**config.mk**
```make
export PLATFORM = sky130hd
export DESIGN_NAME = rv_decoder
export DESIGN_NICKNAME = d
export VERILOG_FILES = /design/src/verilog/rv_isa_pkg.sv /design/src/verilog/rv_decoder.sv
export VERILOG_INCLUDE_DIRS = /design/src /design/src/verilog
export SDC_FILE = /design/constraint.sdc
export NUM_CORES = 1
export LEC_CHECK = 0
export ABC_AREA = 1
export BUFFER_PORTS_ARGS = -buffer_cell sky130_fd_sc_hd__buf_2
export CELL_PAD_IN_SITES_DETAIL_PLACEMENT = 1
export CELL_PAD_IN_SITES_GLOBAL_PLACEMENT = 2
export CORE_ASPECT_RATIO = 1.1
export CORE_MARGIN = 2
export CORE_UTILIZATION = 15
export DETAILED_ROUTE_END_ITERATION = 10
export GPL_TIMING_DRIVEN = 1
export PLACE_DENSITY = 0.88
export SLEW_MARGIN = 30
export SYNTH_ARGS = -nofsm -noshare
export SYNTH_HDL_FRONTEND = slang
export SYNTH_SLANG_ARGS = --single-unit
```
**constraint.sdc**
```tcl
create_clock -name vclk -period 2.5
set_input_delay 0.375 -clock vclk [all_inputs]
set_output_delay 0.375 -clock vclk [all_outputs]
set_load 0.03 [all_outputs]
```
**src/verilog/rv_consts.svh**
```systemverilog
`ifndef RV_CONSTS_SVH
`define RV_CONSTS_SVH

// datapath width
`define RV_XLEN 64

// first fetch address after reset
`define RV_RESET_PC {{(`RV_XLEN-32){1'b0}}, 32'h0000_1000}

// machine external interrupt, interrupt bit on top
`define RV_IRQ_CAUSE {1'b1, {(`RV_XLEN-5){1'b0}}, 4'd11}

// machine csr addresses
`define RV_CSR_MSTATUS  12'h300
`define RV_CSR_MTVEC    12'h305
`define RV_CSR_MSCRATCH 12'h340
`define RV_CSR_MEPC     12'h341
`define RV_CSR_MCAUSE   12'h342

// mstatus fields kept by this core
`define RV_MSTATUS_MIE  3
`define RV_MSTATUS_MPIE 7

`endif

```
**src/verilog/rv_isa_pkg.sv**
```systemverilog
`include "rv_consts.svh"

package rv_isa_pkg;

    // major opcodes, encoded as instr[6:0]
    typedef enum logic [6:0] {
        opc_lui      = 7'b0110111,
        opc_auipc    = 7'b0010111,
        opc_jal      = 7'b1101111,
        opc_jalr     = 7'b1100111,
        opc_branch   = 7'b1100011,
        opc_load     = 7'b0000011,
        opc_store    = 7'b0100011,
        opc_op_imm   = 7'b0010011,
        opc_op_imm_w = 7'b0011011,
        opc_op       = 7'b0110011,
        opc_op_w     = 7'b0111011,
        opc_system   = 7'b1110011
    } opcode_t;

    typedef enum logic [3:0] {
        alu_add,
        alu_sub,
        alu_sll,
        alu_slt,
        alu_sltu,
        alu_xor,
        alu_srl,
        alu_sra,
        alu_or,
        alu_and
    } alu_op_t;

    // same order as funct3[1:0] of loads and stores
    typedef enum logic [1:0] {
        ls_byte   = 2'b00,
        ls_half   = 2'b01,
        ls_word   = 2'b10,
        ls_double = 2'b11
    } ls_size_t;

    typedef struct packed {
        opcode_t             opcode;
        alu_op_t             alu_op;
        logic                word;      // W variant, 32-bit result
        logic                imm_sel;   // operand b from immediate
        logic [4:0]          rd;
        logic [4:0]          rs1;
        logic [4:0]          rs2;
        logic [2:0]          funct3;
        logic [`RV_XLEN-1:0] imm;
        logic [11:0]         csr_addr;
        logic                legal;
    } decoded_t;

endpackage

```
**src/verilog/rv_decoder.sv**
```systemverilog
`timescale 1ns/1ps
`include "rv_consts.svh"

module rv_decoder (
    input  logic [31:0]          instr_i,
    output rv_isa_pkg::decoded_t dec_o
);

    rv_isa_pkg::opcode_t opc;
    logic [2:0]          f3;
    logic                f7_std;   // funct7 all zero
    logic                f7_alt;   // sub / sra pattern
    logic                reg_form;
    logic [`RV_XLEN-1:0] imm_i, imm_s, imm_b, imm_u, imm_j, imm_z;

    assign opc      = rv_isa_pkg::opcode_t'(instr_i[6:0]);
    assign f3       = instr_i[14:12];
    assign f7_std   = instr_i[31:25] == 7'b0000000;
    assign f7_alt   = instr_i[31:25] == 7'b0100000;
    assign reg_form = (opc == rv_isa_pkg::opc_op) || (opc == rv_isa_pkg::opc_op_w);

    assign imm_i = {{(`RV_XLEN-12){instr_i[31]}}, instr_i[31:20]};
    assign imm_s = {{(`RV_XLEN-12){instr_i[31]}}, instr_i[31:25], instr_i[11:7]};
    assign imm_b = {{(`RV_XLEN-12){instr_i[31]}}, instr_i[7], instr_i[30:25],
                    instr_i[11:8], 1'b0};
    assign imm_u = {{(`RV_XLEN-32){instr_i[31]}}, instr_i[31:12], 12'b0};
    assign imm_j = {{(`RV_XLEN-20){instr_i[31]}}, instr_i[19:12], instr_i[20],
                    instr_i[30:21], 1'b0};
    assign imm_z = {{(`RV_XLEN-5){1'b0}}, instr_i[19:15]};   // csr uimm

    always_comb begin
        dec_o          = '0;
        dec_o.opcode   = opc;
        dec_o.rd       = instr_i[11:7];
        dec_o.rs1      = instr_i[19:15];
        dec_o.rs2      = instr_i[24:20];
        dec_o.funct3   = f3;
        dec_o.csr_addr = instr_i[31:20];
        dec_o.word     = (opc == rv_isa_pkg::opc_op_imm_w) || (opc == rv_isa_pkg::opc_op_w);
        dec_o.imm      = imm_i;
        dec_o.imm_sel  = 1'b1;
        dec_o.alu_op   = rv_isa_pkg::alu_add;   // address and auipc adds

        if (reg_form || opc == rv_isa_pkg::opc_op_imm || opc == rv_isa_pkg::opc_op_imm_w) begin
            case (f3)
                3'b000:  dec_o.alu_op = (reg_form && instr_i[30]) ? rv_isa_pkg::alu_sub
                                                                 : rv_isa_pkg::alu_add;
                3'b001:  dec_o.alu_op = rv_isa_pkg::alu_sll;
                3'b010:  dec_o.alu_op = rv_isa_pkg::alu_slt;
                3'b011:  dec_o.alu_op = rv_isa_pkg::alu_sltu;
                3'b100:  dec_o.alu_op = rv_isa_pkg::alu_xor;
                3'b101:  dec_o.alu_op = instr_i[30] ? rv_isa_pkg::alu_sra : rv_isa_pkg::alu_srl;
                3'b110:  dec_o.alu_op = rv_isa_pkg::alu_or;
                default: dec_o.alu_op = rv_isa_pkg::alu_and;
            endcase
        end

        case (opc)
            rv_isa_pkg::opc_lui, rv_isa_pkg::opc_auipc: begin
                dec_o.imm   = imm_u;
                dec_o.legal = 1'b1;
            end
            rv_isa_pkg::opc_jal: begin
                dec_o.imm   = imm_j;
                dec_o.legal = 1'b1;
            end
            rv_isa_pkg::opc_jalr:   dec_o.legal = f3 == 3'b000;
            rv_isa_pkg::opc_branch: begin
                dec_o.imm     = imm_b;
                dec_o.imm_sel = 1'b0;           // compare rs1 with rs2
                dec_o.legal   = f3[2:1] != 2'b01;
            end
            rv_isa_pkg::opc_load:   dec_o.legal = f3 != 3'b111;   // no ldu
            rv_isa_pkg::opc_store: begin
                dec_o.imm   = imm_s;
                dec_o.legal = !f3[2];
            end
            rv_isa_pkg::opc_op_imm: begin
                // 6-bit shamt leaves only instr[31:26] as funct6
                if (f3 == 3'b001)      dec_o.legal = instr_i[31:26] == 6'b000000;
                else if (f3 == 3'b101) dec_o.legal = instr_i[31:26] == 6'b000000
                                                   || instr_i[31:26] == 6'b010000;
                else                   dec_o.legal = 1'b1;
            end
            rv_isa_pkg::opc_op_imm_w: begin
                dec_o.legal = (f3 == 3'b000) || (f3 == 3'b001 && f7_std)
                              || (f3 == 3'b101 && (f7_std || f7_alt));
            end
            rv_isa_pkg::opc_op: begin
                dec_o.imm_sel = 1'b0;
                dec_o.legal   = f7_std || (f7_alt && (f3 == 3'b000 || f3 == 3'b101));
            end
            rv_isa_pkg::opc_op_w: begin
                dec_o.imm_sel = 1'b0;
                dec_o.legal   = (f3 == 3'b000 && (f7_std || f7_alt)) || (f3 == 3'b001 && f7_std)
                                || (f3 == 3'b101 && (f7_std || f7_alt));
            end
            rv_isa_pkg::opc_system: begin
                dec_o.imm   = imm_z;
                // csr ops, or mret only
                dec_o.legal = (f3 != 3'b000 && f3 != 3'b100) || instr_i == 32'h3020_0073;
            end
            default: dec_o.legal = 1'b0;    // runs as a nop
        endcase
    end

endmodule

```
# Word-level counts from Yosys, hierarchy flattened
# Index checks and enable logic that the tools add are counted.
# word_totals
ff_bits	0
output_inout_bits	108
wordCells	60
input_bits	32
# classes
reduce_logical	27
n_eq_ne	24
mux	9
# op_table
op	n
$pmux 64 s5	1
$eq 7x6->1 const B	5
$eq 32x30->1 const B	1
$eq 7x7->1 const B	4
$pmux 4 s7	1
$eq 7x5->1 const B	3
$logic_or 1x1->1	13
$pmux 1 s10	1
$eq 3x3->1 const B	3
$eq 7x2->1 const B	1
$logic_not 7->1	1
$eq 3x2->1 const B	2
$eq 6x5->1 const B	1
$logic_and 1x1->1	6
$logic_not 6->1	1
$ne 3x3->1 const B	2
$reduce_or 3->1	2
$mux 1	5
$mux 4	1
$eq 3x1->1 const B	1
$logic_not 3->1	1
$reduce_bool 3->1	1
$ne 2x1->1 const B	1
$reduce_or 2->1	1
$logic_not 1->1	1

# Longest topological paths before layout
# Gate-level depths: netlist (run 1).
# logic_depth
depth_word	6
mapped_depth	10
depth_no_buf	10

# Worst setup path after synthesis (run 1)
# Ideal clock, no wire load.
# synth_path
kind	input to output
from	in instr_i[3]
to	out dec_o[45] (netlist bit)
n_path_buf	1
path_slack_ps	-523
t_arrival_ps	2648
path_stages	7
t_required_ps	2125
path_cell_list	inv_1 -> nand2_1 -> nor2_4 -> nand2_1 -> inv_1 -> nor2_1 -> buf_4
# synth_rtl
item	line	source
start: declaration	rv_decoder.sv:5	input logic [31:0] instr_i,
end: declaration	rv_decoder.sv:6	output rv_isa_pkg::decoded_t dec_o

==> results.txt, run 1 <==
status -> finished clean
antenna-violating nets left -> 0
Util after Layout -> 0.186
CP max FO -> 11
post-synth top area cell -> buf_4
min-delay worst type -> in -> out
Slew headroom -> 0.640
Critical Path Start Type -> primary input
VDD IR-drop max -> 0.0514 mV
Die Ht -> 111 um
Avg WL per Cell -> 12.8 um
count leader, synth -> nand2_1
Power Density -> 237 nW/um^2
DRC viols -> 0
routed vias/inst -> 4.10
Leakage -> 1.15 nW
first-pass GRT wire length -> 9.43 mm
final-stage net count -> 397
global route total overflow -> 0
final hold vios -> 0
Tot GR Track Use -> 0.102
Core Box Area -> 10,200 um^2
Post-Route WL -> 6.23 mm
Worst Setup EP -> dec_o[39]
gpl congestion -> 0.776
Area contributors post-synth -> buf_4 (33%), nand2_1 (18%), nand3_1 (12%), inv_1 (8.7%), nor2_1 (7.5%)
Final Cycle Share -> 0.882
critical path required time -> 2.12 ns
Post-synth top cells -> nand2_1 (73), buf_4 (69), inv_1 (36), nand3_1 (36), nor2_1 (31)
Synth Net Count -> 324
area grow syn2layout -> 22.4%
CP endpoint kind -> output port
routed vias -> 1,994
Port Buf Inserts -> 140
Seq/Total Area, Yosys -> 0
Post-Syn Instances -> 292
FMAX -> 454 MHz
largest net degree at the start of global routing -> 34
yosys warns -> 0
Slew Viols, Final -> 0
Initial DRT Pass Iterations -> 4
worst setup path startpoint -> instr_i[5]
Crit path largest cell delay -> 0.28 ns
1st-iter DRT viols -> 46
Die ar. -> 11,200 um^2
I/O pins -> 140
fillers -> 1,357
Tmin final -> 2.20 ns
vias in the first global route -> 1,899
layout cell share with drive strength beyond 1 -> 0.449
clock buffers -> 0
Reg area -> 0 um^2
slowest CP cell -> nand2_1
Setup CP Type -> in -> out
WP data arrival -> 1.83 ns
row count -> 39
dpl hpwl -> 5.42 mm
Yosys cell types -> 21
antenna violations before repair -> 0
setup violators final -> 0
top cell type's share of synthesized area -> 0.333
Initial Util -> 0.152
Synth Area per Inst -> 5.33 um^2
Seq cells -> 0
synthesized area -> 1560 um^2
Setup TNS -> 0 ns
# Max-Cap Violations -> 0
DIE WIDTH -> 101 um
n_diodes -> 0
unrepaired setup endpoints after global routing -> false
CP Cell Sequence -> buf_2 > nand2_1 > nor2_4 > nand4_4 > o21ai_0 > nand2_1 > nand3_1 > buf_2
Worst-Margin Slew -> 0.536 ns
worst max-delay path, delay by kind of cell:
family / cells / cell delay [ns]
simple gates: 5 / 0.93
buf+inv: 2 / 0.35
compound gates: 1 / 0.17
power breakdown:
group	switching [W]	internal, W	total (W)
clock network	0	0	0
logic	0.000337	0.000114	0.000451
registers	0	0	0
layer usage:
| metal | up-vias | wire length, um | global-route usage |
|---|---|---|---|
| li1 | 992 | - | - |
| met1 | 913 | 2610 | 0.114 |
| met2 | 89 | 3290 | 0.216 |
| met3 | 0 | 333 | 0.00378 |
| met4 | 0 | 0 | 0 |
| met5 | - | 0 | 0 |
kinds of logic after synthesis:
logic type | synth area share
AOI/OAI and AO/OA | 0.0997
and+or+nand+nor | 0.453
buffers and inverters | 0.448
worst min-delay path by stage:
stage                    start         end  slack (ns)  depth (start not counted)
CTS                 instr_i[0]  dec_o[101]        1.03                          2
floorplan           instr_i[2]   dec_o[96]        0.88                          1
global route        instr_i[1]  dec_o[102]        1.03                          2
global placement    instr_i[1]  dec_o[102]        1.03                          2
detailed placement  instr_i[1]  dec_o[102]        1.03                          2
finish              instr_i[1]  dec_o[102]        1.03                          2
area by class of cell:
| type | instances | area (um^2) | share of cell area |
|---|---|---|---|
| inverter | 37 | 139 | 0.0729 |
| multi-input combinational | 180 | 867 | 0.455 |
| tap | 123 | 154 | 0.0808 |
| timing repair buffer | 146 | 746 | 0.391 |
stage by stage:
stage          total power (W)  hold slack [ns]  cell area, um^2  setup slack, ns  cells
6_report              0.000451             1.03             1910            0.296    486
5_1_grt               0.000484             1.03             1910            0.148    486
4_1_cts               0.000457             1.03             1900            0.165    486
3_5_place_dp          0.000457             1.03             1900            0.166    486
3_3_place_gp          0.000452             1.03             1900            0.246    486
2_1_floorplan         0.000373            0.881             1560           0.0374    292
repair_timing:
action,CTS,global route
hold buffers,0,0
endpoints found under the setup margin,0,33
gates resized for setup,0,1
setup buffers,0,0
cell usage in the layout (no fill, tap or decap):
cell     synthesis  final
buf_4           69      6
nand4_4          1      1
nand2_1         73     73
nor3_1           2      2
inv_2            1      1
o31ai_1          1      1
a31o_2           6      6
nand3_2          1      1
a21oi_1          5      5
nor2_1          31     30
nand2_2          1      1
nor4_1           2      2
nand4_1          1      1
o21ai_0         14     14
nand3_1         36     36
nand2_4          2      2
nor2_4           4      5
buf_2            2    140
inv_1           36     36
No activity file was read; power rests on OpenSTA's default activity.
==> run 2: changes to the inputs <==
--- a/config.mk
+++ b/config.mk
@@ -12,10 +12,10 @@
 export CELL_PAD_IN_SITES_GLOBAL_PLACEMENT = 2
 export CORE_ASPECT_RATIO = 1.1
 export CORE_MARGIN = 2
-export CORE_UTILIZATION = 15
+export CORE_UTILIZATION = 16
 export DETAILED_ROUTE_END_ITERATION = 10
 export GPL_TIMING_DRIVEN = 1
-export PLACE_DENSITY = 0.88
+export PLACE_DENSITY = 0.9
 export SLEW_MARGIN = 30
 export SYNTH_ARGS = -nofsm -noshare
 export SYNTH_HDL_FRONTEND = slang
==> constraint.sdc (replaced) <==
create_clock -name vclk -period 2.25
set_input_delay 0.3375 -clock vclk [all_inputs]
set_output_delay 0.3375 -clock vclk [all_outputs]
set_load 0.03 [all_outputs]
==> run 2 against run 1 <==
Combinational power increased by 11%. Non-clock buffer count decreased by 3. Count of clock-buffer cells in the layout unchanged. Sequential share of layout area unchanged. First-iteration DRC count increased by 4.3%. Routed wire length decreased by 1.3%. Flip-flop and latch count unchanged. Core utilization increased by 1.7 points. Worst setup slack got worse by 0.13 ns. Largest cell class unchanged. Largest power group unchanged. Highest routed layer unchanged.
==> results.txt, run 2 (synthesized netlist as in run 1, its figures left out) <==
largest net degree at the start of global routing -> 34
# Max-Cap Violations -> 0
antenna-violating nets left -> 0
Crit path largest cell delay -> 0.29 ns
min-delay worst type -> in -> out
Seq cells -> 0
dpl hpwl -> 5.36 mm
Initial DRT Pass Iterations -> 4
Avg WL per Cell -> 12.9 um
antenna violations before repair -> 0
hold_buf cts -> 0
final hold vios -> 0
slowest CP cell -> o21ai_0
Port Buf Inserts -> 140
clock buffers -> 0
global route total overflow -> 0
Setup CP Type -> in -> out
Post-Route WL -> 6.15 mm
final-stage net count -> 394
DRC viols -> 0
status -> finished clean
Core Box Area -> 9400 um^2
Initial Util -> 0.166
WHS Endpoint -> dec_o[101]
dpl cells -> 477
layout cell share with drive strength beyond 1 -> 0.456
row count -> 37
WP data arrival -> 1.75 ns
Final Total Pwr -> 0.000502 W
hold-critical path depth -> 2
first-pass GRT wire length -> 9.48 mm
setup violators final -> 0
Util after Layout -> 0.203
HP Start -> instr_i[0]
FMAX -> 479 MHz
CP bufs+invs -> 4
most frequent cells in the layout -> buf_2 (140), nand2_1 (72), nand3_1 (36), inv_1 (35), nor2_1 (30)
DIE WIDTH -> 98.0 um
I/O pins -> 140
unrepaired setup endpoints after global routing -> false
Slew headroom -> 0.695
most used cell, CP -> buf_2
Critical Path Start Type -> primary input
vias in the first global route -> 1,836
critical path required time -> 1.91 ns
CP Cell Sequence -> buf_2 > inv_1 > nand2_1 > nor2_4 > inv_2 > o21ai_0 > nand2_2 > nand3_1 > buf_2
Reg area -> 0 um^2
Die Ht -> 107 um
1st-iter DRT viols -> 48
Tmin final -> 2.09 ns
CP max FO -> 11
Worst-Margin Slew -> 0.454 ns
n_diodes -> 0
Slew Viols, Final -> 0
routed vias -> 1,981
VDD IR-drop max -> 0.0502 mV
CP endpoint kind -> output port
Tot GR Track Use -> 0.108
Final Cycle Share -> 0.928
routed vias/inst -> 4.15
Power Density -> 263 nW/um^2
Leakage -> 1.14 nW
commonest non-fill, non-tap cell in the layout -> buf_2
Die ar. -> 10,500 um^2
gpl congestion -> 0.862
Finished Layout Cells -> 477
area grow syn2layout -> 22.7%
crit-path leading delay family -> simple AND/OR/NAND/NOR gates
run 2: worst max-delay path by stage:
| stage | startpoint | to | cells after the start |
|---|---|---|---|
| after detailed placement | instr_i[1] | dec_o[39] | 9 |
| final | instr_i[3] | dec_o[39] | 9 |
| after global placement | instr_i[1] | dec_o[29] | 9 |
| after CTS | instr_i[5] | dec_o[39] | 8 |
| after global routing | instr_i[3] | dec_o[14] | 12 |
| after floorplan | instr_i[4] | dec_o[99] | 6 |
run 2: what timing repair did:
item                       CTS  global route
setup endpoints to repair    1            15
pin swaps                    0             0
gates resized for setup      1             3
setup buffers                0             0
gates cloned                 0             0
run 2: power by group:
group          internal [W]  total, W  switching [W]
combinational      0.000127  0.000502       0.000375
sequential                0         0              0
clock                     0         0              0
run 2: cell type report:
class | instances | area, um^2
multi-input cells | 180 | 888
fillers | 1279 | 7490
inverters | 37 | 139
well taps | 117 | 146
repair buffers | 143 | 736
run 2: per-stage QoR:
stage               worst slack (ns)  hold WS (ns)  area (um^2)  setup TNS, ns
finish                         0.162         0.952         1910              0
global route                 0.00253         0.959         1910              0
CTS                           0.0519         0.953         1900              0
detailed placement           -0.0322         0.953         1890        -0.0322
global placement              0.0494         0.953         1890              0
floorplan                      0.124         0.749         1570              0
run 2: per-layer routing:
metal | wire length (um) | GRT usage
met1 | 2420 | 0.126
met4 | 0 | 0
met5 | 0 | 0
met3 | 481 | 0.00844
met2 | 3250 | 0.222
==> run 3: changes to the inputs <==
--- a/config.mk
+++ b/config.mk
@@ -8,6 +8,7 @@
 export LEC_CHECK = 0
 export ABC_AREA = 1
 export BUFFER_PORTS_ARGS = -buffer_cell sky130_fd_sc_hd__buf_2
+export CAP_MARGIN = 10
 export CELL_PAD_IN_SITES_DETAIL_PLACEMENT = 1
 export CELL_PAD_IN_SITES_GLOBAL_PLACEMENT = 2
 export CORE_ASPECT_RATIO = 1.1
@@ -16,6 +17,8 @@
 export DETAILED_ROUTE_END_ITERATION = 10
 export GPL_TIMING_DRIVEN = 1
 export PLACE_DENSITY = 0.9
+export SETUP_SLACK_MARGIN = 0.5
+export SKIP_LAST_GASP = 1
 export SLEW_MARGIN = 30
 export SYNTH_ARGS = -nofsm -noshare
 export SYNTH_HDL_FRONTEND = slang
==> run 3 against run 2 <==
Routed wire length rose by 26%. Worst hold slack barely moved. Cell count is 6.7% higher. Flip-flop and latch count unchanged. Combinational power up 46%. Worst setup slack improved by 0.22 ns. Final area increased by 69%. Fmax increased by 12%. Sequential share of layout area did not move. Core utilization up 14 points. Critical path depth grew 2. Die area unchanged.
==> results.txt, run 3 (synthesized netlist as in run 1, its figures left out) <==
status -> finished clean
min-delay worst type -> in -> out
CP Cell Sequence -> buf_12 > inv_12 > nand2_4 > nor2_4 > buf_12 > buf_12 > nand2_8 > nand3_4 > buf_6 > nand3_2 > buf_6
CP max FO -> 7
Power Density -> 228 nW/um^2
1st-iter DRT viols -> 50
Tot GR Track Use -> 0.124
Initial DRT Pass Iterations -> 4
Finished Layout Cells -> 509
largest net degree at the start of global routing -> 18
Crit path largest cell delay -> 0.16 ns
row count -> 37
Initial Util -> 0.166
n_diodes -> 0
hold_buf cts -> 0
Final Cycle Share -> 0.828
antenna violations before repair -> 0
DIE WIDTH -> 98.0 um
Port Buf Inserts -> 140
Slew Viols, Final -> 0
setup violators final -> 0
routed vias -> 2,183
fillers -> 1,126
antenna-violating nets left -> 0
dpl cells -> 479
Die Ht -> 107 um
vias in the first global route -> 2,129
Util after Layout -> 0.343
global route total overflow -> 0
Core Box Area -> 9400 um^2
WHS Endpoint -> dec_o[101]
Avg WL per Cell -> 15.2 um
Reg area -> 0 um^2
multi-input logic area -> 1390 um^2
M1 WL -> 2.78 mm
final-stage net count -> 426
Post-Route WL -> 7.73 mm
top sig layer -> met4
VDD IR-drop max -> 0.0681 mV
I/O pins -> 140
critical path required time -> 1.91 ns
WP data arrival -> 1.53 ns
area grow syn2layout -> 107%
first-pass GRT wire length -> 10.9 mm
CP endpoint kind -> output port
Slew headroom -> 0.785
Die ar. -> 10,500 um^2
met2 wire len -> 4.52 mm
Seq cells -> 0
unrepaired setup endpoints after global routing -> true
final hold vios -> 0
gpl congestion -> 0.771
dpl hpwl -> 5.34 mm
hold-critical path depth -> 2
clock buffers -> 0
Worst-Margin Slew -> 0.319 ns
DRC viols -> 0
commonest non-fill, non-tap cell in the layout -> buf_6
Critical Path Start Type -> primary input
Tmin final -> 1.86 ns
most used cell, CP -> buf_12
most frequent cells in the layout -> buf_6 (69), buf_2 (63), nand2_1 (51), buf_4 (28), inv_1 (27)
routed vias/inst -> 4.29
HP Start -> instr_i[0]
FMAX -> 537 MHz
DR WL met3 -> 411 um
Setup CP Type -> in -> out
Leakage -> 1.60 nW
Setup TNS -> 0 ns
# Max-Cap Violations -> 0
layout cell share with drive strength beyond 1 -> 0.686
slowest CP cell -> buf_6
-- run 3: changes by cell type in the layout (fill, tap and decap cells not counted), sizes merged --
cell and delta:
nand2 +1, clkbuf +2, inv -3, clkinv +1
nor2 +2, clkinvlp +2, buf +27
-- run 3: metal layers --
layer	up-vias	GRT usage
li1	1058	-
met4	0	0.00397
met1	1042	0.142
met5	-	0
met3	2	0.00455
met2	81	0.264
-- run 3: layout make-up --
class / instances / area share
multi-input combinational: 183 / 0.430
timing repair buffer: 172 / 0.467
inverter: 37 / 0.0570
tap: 117 / 0.0454
-- run 3: power by group --
part           total, W  switching (W)  internal (W)  leakage, nW
clock network         0              0             0            0
logic          0.000735       0.000452      0.000284         1.60
registers             0              0             0            0
total          0.000735       0.000452      0.000284         1.60
-- run 3: through the flow --
step                total power, W  cell area, um^2  worst slack, ns  hold slack, ns
floorplan                 0.000438             1710            0.300           0.749
global placement          0.000511             1960            0.219           0.955
detailed placement        0.000516             1960            0.165           0.959
CTS                       0.000670             2820            0.392           0.951
finish                    0.000735             3230            0.387           0.952
global route              0.000773             3230            0.303           0.955
-- run 3: timing repair --
action	CTS	global route
hold endpoints to repair	0	0
pin swaps	19	24
cloned	3	1
endpoints found under the setup margin	70	68
gates resized for setup	196	96
setup buffers	16	10
-- run 3: critical path, delay by kind of cell --
| kind | cells | cell delay (ns) |
|---|---|---|
| simple gates | 5 | 0.49 |
| buf+inv | 6 | 0.69 |
-- run 3: worst max path at each step --
| stage | from | end |
|---|---|---|
| CTS | instr_i[2] | dec_o[25] |
| finish | instr_i[3] | dec_o[43] |
| detailed placement | instr_i[6] | dec_o[40] |
| global placement | instr_i[6] | dec_o[43] |
| floorplan | instr_i[1] | dec_o[18] |
| global route | instr_i[31] | dec_o[0] |
